File: src/source/mem_fifo_pkg.sv
//----------------------------------------
// Memory FIFO shared types and constants
// Word type, register map, readback and BIST codes
//----------------------------------------
`default_nettype none

package mem_fifo_pkg;

  // Payload word carried on every stream
  typedef logic [63:0] word_t;

  // Offsets from the FIFO settings base
  localparam int SR_FIFO_SEL = 0;
  localparam int SR_FIFO_CLR = 1;

  // Offsets from the BIST settings base
  localparam int SR_BIST_CTRL = 0;
  localparam int SR_BIST_CFG  = 1;
  localparam int SR_BIST_SEED = 2;

  typedef enum logic [1:0] {
    RB_FIFO_STATUS,
    RB_BIST_STATUS,
    RB_XFER_COUNT,
    RB_CYCLE_COUNT
  } rb_sel_e;

  typedef enum logic [1:0] {
    BIST_OK       = 2'b00,
    BIST_DATA_ERR = 2'b01,
    BIST_LEN_ERR  = 2'b10
  } bist_err_e;

endpackage

`default_nettype wire

File: src/source/fifo_write_engine.sv
//----------------------------------------
// FIFO write engine
// Skid buffer and write pointer for the shared memory
//----------------------------------------
`timescale 1ns/100ps
`default_nettype none

module fifo_write_engine #(
  parameter int ADDR_W = 8
) (
  input  logic                 bus_clk,
  input  logic                 rst,
  input  logic                 clr,
  input  mem_fifo_pkg::word_t  in_tdata,
  input  logic                 in_tlast,
  input  logic                 in_tvalid,
  output logic                 in_tready,
  input  logic [ADDR_W:0]      rd_ptr,
  output logic [ADDR_W:0]      wr_ptr,
  output logic                 wr_req,
  input  logic                 wr_gnt,
  output logic [ADDR_W-1:0]    wr_addr,
  output logic [64:0]          wr_data
);

  // Entries hold {last, data}
  logic [64:0] skid_q [2];
  logic        head_q;
  logic        tail_q;
  logic [1:0]  cnt_q;
  logic        full;
  logic        push;
  logic        pop;

  assign full = (wr_ptr[ADDR_W] != rd_ptr[ADDR_W]) &&
                (wr_ptr[ADDR_W-1:0] == rd_ptr[ADDR_W-1:0]);

  assign in_tready = (cnt_q != 2'd2) && !full;
  assign wr_req    = (cnt_q != 2'd0) && !full;
  assign push      = in_tvalid & in_tready;
  assign pop       = wr_req & wr_gnt;
  assign wr_addr   = wr_ptr[ADDR_W-1:0];
  assign wr_data   = skid_q[head_q];

  always_ff @(posedge bus_clk)
  begin
    if (push)
      skid_q[tail_q] <= {in_tlast, in_tdata};
  end

  always_ff @(posedge bus_clk)
  begin
    if (rst || clr)
    begin
      head_q <= 1'b0;
      tail_q <= 1'b0;
      cnt_q  <= 2'd0;
      wr_ptr <= '0;
    end
    else
    begin
      if (push)
        tail_q <= ~tail_q;
      if (pop)
      begin
        head_q <= ~head_q;
        wr_ptr <= wr_ptr + 1'b1;
      end
      cnt_q <= cnt_q + 2'(push) - 2'(pop);
    end
  end

  // Arbiter must not grant into a full memory
  assert property (@(posedge bus_clk) disable iff (rst) wr_gnt |-> !full);

endmodule

`default_nettype wire

File: config.mk
export PLATFORM = sky130hd
export DESIGN_NAME = fifo_write_engine
export DESIGN_NICKNAME = d
export VERILOG_FILES = /design/src/source/mem_fifo_pkg.sv /design/src/source/fifo_write_engine.sv
export SDC_FILE = /design/constraint.sdc
export NUM_CORES = 1
export LEC_CHECK = 0
export BUFFER_PORTS_ARGS = -buffer_cell sky130_fd_sc_hd__buf_2
export CAP_MARGIN = 25
export CELL_PAD_IN_SITES_DETAIL_PLACEMENT = 1
export CELL_PAD_IN_SITES_GLOBAL_PLACEMENT = 1
export CORE_ASPECT_RATIO = 0.75
export CORE_MARGIN = 1
export CORE_UTILIZATION = 42
export CTS_CLUSTER_SIZE = 28
export DETAILED_ROUTE_END_ITERATION = 16
export GPL_ROUTABILITY_DRIVEN = 1
export PLACE_DENSITY = 0.79
export SYNTH_ARGS = -nofsm -noshare
export SYNTH_HDL_FRONTEND = slang
export SYNTH_SLANG_ARGS = --single-unit
File: constraint.sdc
create_clock -name bus_clk -period 6 [get_ports bus_clk]
set_input_delay 0.3 -clock bus_clk [delete_from_list [all_inputs] [get_ports bus_clk]]
set_output_delay 0.3 -clock bus_clk [all_outputs]
set_load 0.005 [all_outputs]
==> results of run 1 <==
==> through the flow <==
step,std cells,utilization (%),area [um2]
floorplan,314,-,5580
finish,665,55.1,7150
global route,665,55.1,7150
detailed placement,633,50.8,6590
CTS,665,55.1,7150
global placement,631,50.4,6530
==> cells in the mapped netlist (all sizes together) <==
master,count
a31oi,1
or3,5
mux2,65
xnor2,9
mux2i,2
nor2,9
buf,9
a21oi,3
or2,1
o311ai,2
o211ai,1
o31ai,1
ha,3
a31o,1
and2,2
nand3,7
or4,1
a211o,1
xor2,2
o21ai,6
and3,3
nor3,1
nand2,13
o41ai,2
dfxtp,14
clkbuf,10
nand4,4
edfxtp,130
inv,6
==> registers in the layout, indices dropped and copies added (netlist names), named ones only <==
name	count
head_q	1
skid_q	130
tail_q	1
cnt_q	2
wr_ptr	9
==> worst max-delay path: cells and delay by family (launching register included) <==
family	cells	cell delay, ns
buffers and inverters	1	0.06
XOR/XNOR	3	0.56
AND/OR/NAND/NOR	3	0.73
flip-flops	1	0.46
AO/OA/AOI/OAI	1	0.34
adder cells (fa/ha/maj)	2	0.44
==> power by group through the flow <==
stage	combinational [W]	sequential, W	clock [W]
after floorplan	0.0000789	0.00118	0
final	0.000168	0.00116	0.000990
after global placement	0.000159	0.00118	0
after detailed placement	0.000171	0.00118	0
after CTS	0.000172	0.00116	0.00102
after global routing	0.000184	0.00116	0.00105
==> final cells by class <==
| type | instances | area [um2] | area share (%) |
|---|---|---|---|
| clock buffers | 17 | 425 | 5.95 |
| clock inverters | 15 | 135 | 1.89 |
| inverters | 6 | 25.0 | 0.350 |
| multi-input cells | 145 | 1270 | 17.8 |
| flip-flops and latches | 144 | 4190 | 58.6 |
| well taps | 171 | 214 | 2.99 |
| repair buffers | 167 | 888 | 12.4 |
==> kinds of logic (layout without fill, tap and decap cells) <==
group / Yosys count / in the layout / synth area share (%)
DFF: 144 / 144 / 75.0
muxes: 67 / 67 / 13.5
and+or+nand+nor: 46 / 46 / 4.19
buffers and inverters: 25 / 205 / 2.40
AOI/OAI and AO/OA: 18 / 18 / 2.38
xor gates and xnor gates: 11 / 11 / 1.86
adders and majority gates: 3 / 3 / 0.673
==> final timing paths <==
| kind | slack, ns | end | startpoint | depth (start not counted) |
|---|---|---|---|---|
| max reg2reg | 3.28 | cnt_q[1]$_SDFF_PP0_ | wr_ptr[4]$_SDFFE_PP0P_ | 10 |
| max | 3.28 | cnt_q[1]$_SDFF_PP0_ | wr_ptr[4]$_SDFFE_PP0P_ | 10 |
| min reg2reg | 0.48 | flip-flop | head_q$_SDFFE_PP0P_ | 2 |
| min | 0.07 | skid_q[0][35]$_DFFE_PP_ | in_tdata[35] | 1 |
==> routing by layer <==
metal / track usage, % / share of wire (%)
met1: 22.9 / 44
met2: 29.5 / 50
met3: 5.56 / 4.3
met4: 8.38 / 1.7
met5: 0 / 0
==> metrics.txt, run 1 <==
Die Footprint=between 0.01 and 0.015 mm2; effective utilization at floorplan=43.0%; total chip power=roughly 0.0023 W; first-pass GRT wire length=18300 um; Crit path arrival time=around 3.0 ns; Longest Clk Path Bufs=2; Slew @ Worst Pin=0.736 ns; Via-to-Cell Ratio=4.97; routed len/inst=about 18 um; P_int=approximately 0.0018 W; sw frac=22.2%; pin count of the biggest net entering global routing=between 40 and 50; post-synthesis register bit count=144; Ports=163; Seq/Total Area, Yosys=around three quarters; CTS buffer count=17; Cell variety after synth=36; run status=finished, final reports clean; Gate Count Post-Synth=314; Rows=36; switching power=0.000514 W; TritonCTS clock tree=yes; cell taking the most area after synthesis=edfxtp_1; most frequent cells in the layout=buf_2, edfxtp_1, mux2_2; Die Height=102 um; Combinational Power Share=between 7 and 8%; crit start category=flip-flop; CTS root buf=clkbuf_16; synthesized area=0.00558 mm2; Syn Nets=396; Final Hold Fails=0; final WL=between 10000 and 15000 um; vias in the first global route=3479; Power Density=~320 mW/mm2; Setup Viol. Count Final=0; worst path cell trace=xnor2_1 > nand3_1 > nor3_1 > a211o_1 > ha_1 > inv_1 > ha_1 > xor2_1 > xnor2_1 > nor2_1; CTS H-Tree Depth=4; Worst-path clk slew=approximately 0.060 ns; Clock Skew=0.00574 ns; part of the cycle the worst path needs=45.4%; fmax=0.367 GHz; top post-synthesis cells by area=edfxtp_1, mux2_2, dfxtp_1; initial antenna violation count=0; Worst-Skew Late Latency=approximately 0.41 ns; worst-path fanout max=7; Die X=135 um; Seq pwr share=50.0%; post-CTS sizing=0; slew margin rel.=between 50% and 60%; vias=between 3000 and 4000; Hold Path Class=in -> reg; maximum VDD drop=0.000209 V; most common cell after layout, fill and taps aside=buf_2; final setup margin=3.28 ns; drc violations=0; Core Area=0.0130 mm2; Max-Cap Viols=0; Iteration-0 DRC Markers=147; setup TNS=0 ns; hold buffer count at CTS=0; port buffer count=around 160; Req. time, crit path=about 6.3 ns; Fill cells=1270; area share of the largest cell type after synthesis=70.0%; Syn-to-layout area delta=28.2%; Placer Congestion=0.904; hpwl dp=between 8000 and 9000 um; pre-CTS setup slack=3.28 ns; Crit. End Element=flip-flop; Ys Warns=0; Avg Cell Area, Syn=between 15 and 20 um2; WHS=roughly 0.071 ns; slowest stage cell, crit path=nor3_1; CP peak stage delay=0.57 ns; Inserted Diodes=0; total track usage=a little under a fifth; Routed Antenna Nets=0; clock power share=42.8%; final net count=563; share of layout cells above drive strength 1=55.5%; worst setup path class=reg -> reg; RSZ-0062 raised after global routing=false; fin crit period=2.72 ns; final slew viol count=0; Static Leak=2.77 nW; clock tree sinks=144; post-CTS setup buffers=0; first-pass iteration count of the detailed router=4; total gr overflow=0
(Power assumes the default switching activity.)
==> run 2, diff against run 1 <==
--- a/config.mk
+++ b/config.mk
@@ -5,6 +5,7 @@
 export SDC_FILE = /design/constraint.sdc
 export NUM_CORES = 1
 export LEC_CHECK = 0
+export ABC_AREA = 1
 export BUFFER_PORTS_ARGS = -buffer_cell sky130_fd_sc_hd__buf_2
 export CAP_MARGIN = 25
 export CELL_PAD_IN_SITES_DETAIL_PLACEMENT = 1
==> constraint.sdc (replaced) <==
create_clock -name bus_clk -period 2.6 [get_ports bus_clk]
set_input_delay 0.13 -clock bus_clk [delete_from_list [all_inputs] [get_ports bus_clk]]
set_output_delay 0.13 -clock bus_clk [all_outputs]
set_load 0.005 [all_outputs]
==> run 2 against run 1 <==
  * Die area increased by 1.1%
  * Clock power increased to 2.5 times the previous value
  * Combinational power increased to 2.9 times the previous value
  * Critical path depth increased by 3
  * Synthesized cell count increased by 12%
  * Total power increased by 140%
  * Setup slack got worse by 3.0 ns
  * Largest power group unchanged
==> metrics.txt, run 2 <==
run status=finished, final reports clean; top flop regs=skid_q x130, wr_ptr x9, cnt_q x2; Clock Skew=about 0.012 ns; Gate Count Post-Synth=352; Post-synth ARST share=0%; slew margin rel.=56.6%; hold path depth=4; Slew @ Worst Pin=approximately 0.65 ns; met1 GRT Util=22.9%; Cell variety after synth=25; port buffer count=162; register area=0.00419 mm2; worst setup path class=reg -> reg; layer with the highest usage=met2; Crit. End Element=flip-flop; Final Hold Fails=0; Longest Clk Path Bufs=2; main flop type after synthesis=edfxtp_1; sw frac=21.9%; Combinational Power Share=under 10%; fin crit period=2.29 ns; worst-path fanout max=15; area share of the largest cell type after synthesis=69.2%; Placer Congestion=0.833; switching power=0.00124 W; vias in the first global route=4074; Rows=36; fmax=between 0.4 and 0.5 GHz; maximum VDD drop=just under 0.0008 V; post-synthesis register bit count=144; RSZ-0062 raised after global routing=false; Die Footprint=0.0139 mm2; synth cell count leaders=edfxtp_1, mux2_2, nand2_1; effective utilization at floorplan=43.2%; first-pass iteration count of the detailed router=4; met2 Usage GRT=between 40% and 50%; Ports=163; WHS=between 0.1 and 0.15 ns; reg2reg path depth=13; Seq pwr share=between 40% and 50%; Syn Nets=434; Iteration-0 DRC Markers=136; total gr overflow=0; Req. time, crit path=2.94 ns; post-CTS setup buffers=0; final slew viol count=0; top post-synthesis cells by area=edfxtp_1, mux2_2, dfxtp_1; Cell Area, Placed=0.00665 mm2; hpwl dp=8740 um; Avg Cell Area, Syn=between 15 and 20 um2; Ys Warns=0; clock power share=44.0%; CTS root buf=clkbuf_16; Worst-path clk slew=0.06 ns; Setup Viol. Count Final=0; Static Leak=around 3.2 nW; most frequent cells in the layout=buf_2, edfxtp_1, mux2_2, dlygate4sd3_1, nand2_1; share of layout cells above drive strength 1=45.7%; Die Height=102 um; final net count=approximately 670; Power Density=713 mW/mm2; Top reg by flops=skid_q; Max-Cap Viols=0; Hold Path Class=in -> reg; Post-synth EDFFs=130; part of the cycle the worst path needs=about 90%; TritonCTS clock tree=yes; post-CTS sizing=0; clock tree sinks=144; routed len/inst=about 20 um; CTS buffer count=17; first-pass GRT wire length=approximately 22000 um; Routed Antenna Nets=0; multi-input logic area=0.00126 mm2; total track usage=22.3%; Core Area=0.0131 mm2; Crit path arrival time=2.63 ns; crit start category=flip-flop; fin util=~60%; setup TNS=0 ns; cell taking the most area after synthesis=edfxtp_1; Seq/Total Area, Yosys=74.2%; Worst-Skew Late Latency=0.43 ns; drc violations=0; Fill cells=between 1000 and 1500; CTS H-Tree Depth=4; final WL=15100 um; fin area=0.00790 mm2; met3 usage=6.30%; pin count of the biggest net entering global routing=60; vias=3761; Die X=136 um; most common cell in the synthesized netlist=edfxtp_1; Syn-to-layout area delta=40.0%; synthesized area=~0.0056 mm2; most common cell after layout, fill and taps aside=buf_2; P_int=0.00440 W; Via-to-Cell Ratio=slightly below 5; number of flip-flops in the largest register=130; initial antenna violation count=1
==> run 2: path summary, 6_finish.rpt <==
check                         start                      to  slack (ns)
max          wr_ptr[0]$_SDFFE_PP0P_     cnt_q[1]$_SDFF_PP0_        0.31
min                             rst  wr_ptr[1]$_SDFFE_PP0P_        0.10
max reg2reg  wr_ptr[0]$_SDFFE_PP0P_     cnt_q[1]$_SDFF_PP0_        0.31
min reg2reg     cnt_q[1]$_SDFF_PP0_     cnt_q[1]$_SDFF_PP0_        0.49
==> run 2: what timing repair did <==
action / CTS / global route
hold buffers: 65 / 0
hold endpoints to repair: 130 / 0
endpoints found under the setup margin: 0 / 0
==> run 2: layout make-up <==
type / instances / share of cell area, %
Sequential cell: 144 / 53.0
Timing Repair Buffer: 233 / 19.6
Multi-Input combinational cell: 166 / 16.0
Clock buffer: 18 / 5.43
Tap cell: 171 / 2.71
Clock inverter: 14 / 2.09
Inverter: 25 / 1.24
Antenna cell: 1 / 0.0317
==> run 2: metal layers <==
layer	part of all wire [%]	wire length, um
met3	3.8	573
met2	57	8600
met4	2.1	311
met1	37	5620
met5	0	0
==> run 2: through the flow <==
stage | cells | total power (W) | worst slack [ns]
after floorplan | 352 | 0.00289 | 0.165
after global placement | 674 | 0.00308 | 0.497
after detailed placement | 674 | 0.00311 | 0.363
after CTS | 771 | 0.00563 | 0.333
after global routing | 772 | 0.00581 | 0.0783
final | 772 | 0.00563 | 0.310
==> run 2: worst max-delay path, stage by stage, from the launching register on <==
cell	delay, ns
dfxtp_1	0.43
inv_1	0.10
nand2_1	0.07
nand4_1	0.12
nor2_2	0.16
nand2_4	0.15
nand3_2	0.17
inv_1	0.07
ha_1	0.30
inv_1	0.06
ha_1	0.15
xor2_1	0.18
o21ai_0	0.10
a21oi_1	0.16
==> run 2: cell families after synthesis <==
kind of cell | after synthesis | share of synthesized area [%]
AOI/OAI and AO/OA | 3 | 0.310
buffers and inverters | 42 | 3.64
muxes | 65 | 13.0
adders and majority gates | 3 | 0.665
and+or+nand+nor | 87 | 7.01
DFF | 144 | 74.2
xor gates and xnor gates | 8 | 1.24
==> run 2: power by group through the flow <==
| stage | combinational [W] | clock, W | sequential (W) |
|---|---|---|---|
| finish | 0.000479 | 0.00248 | 0.00267 |
| global placement | 0.000374 | 0 | 0.00271 |
| CTS | 0.000472 | 0.00249 | 0.00267 |
| detailed placement | 0.000389 | 0 | 0.00272 |
| global route | 0.000516 | 0.00261 | 0.00268 |
| floorplan | 0.000180 | 0 | 0.00271 |
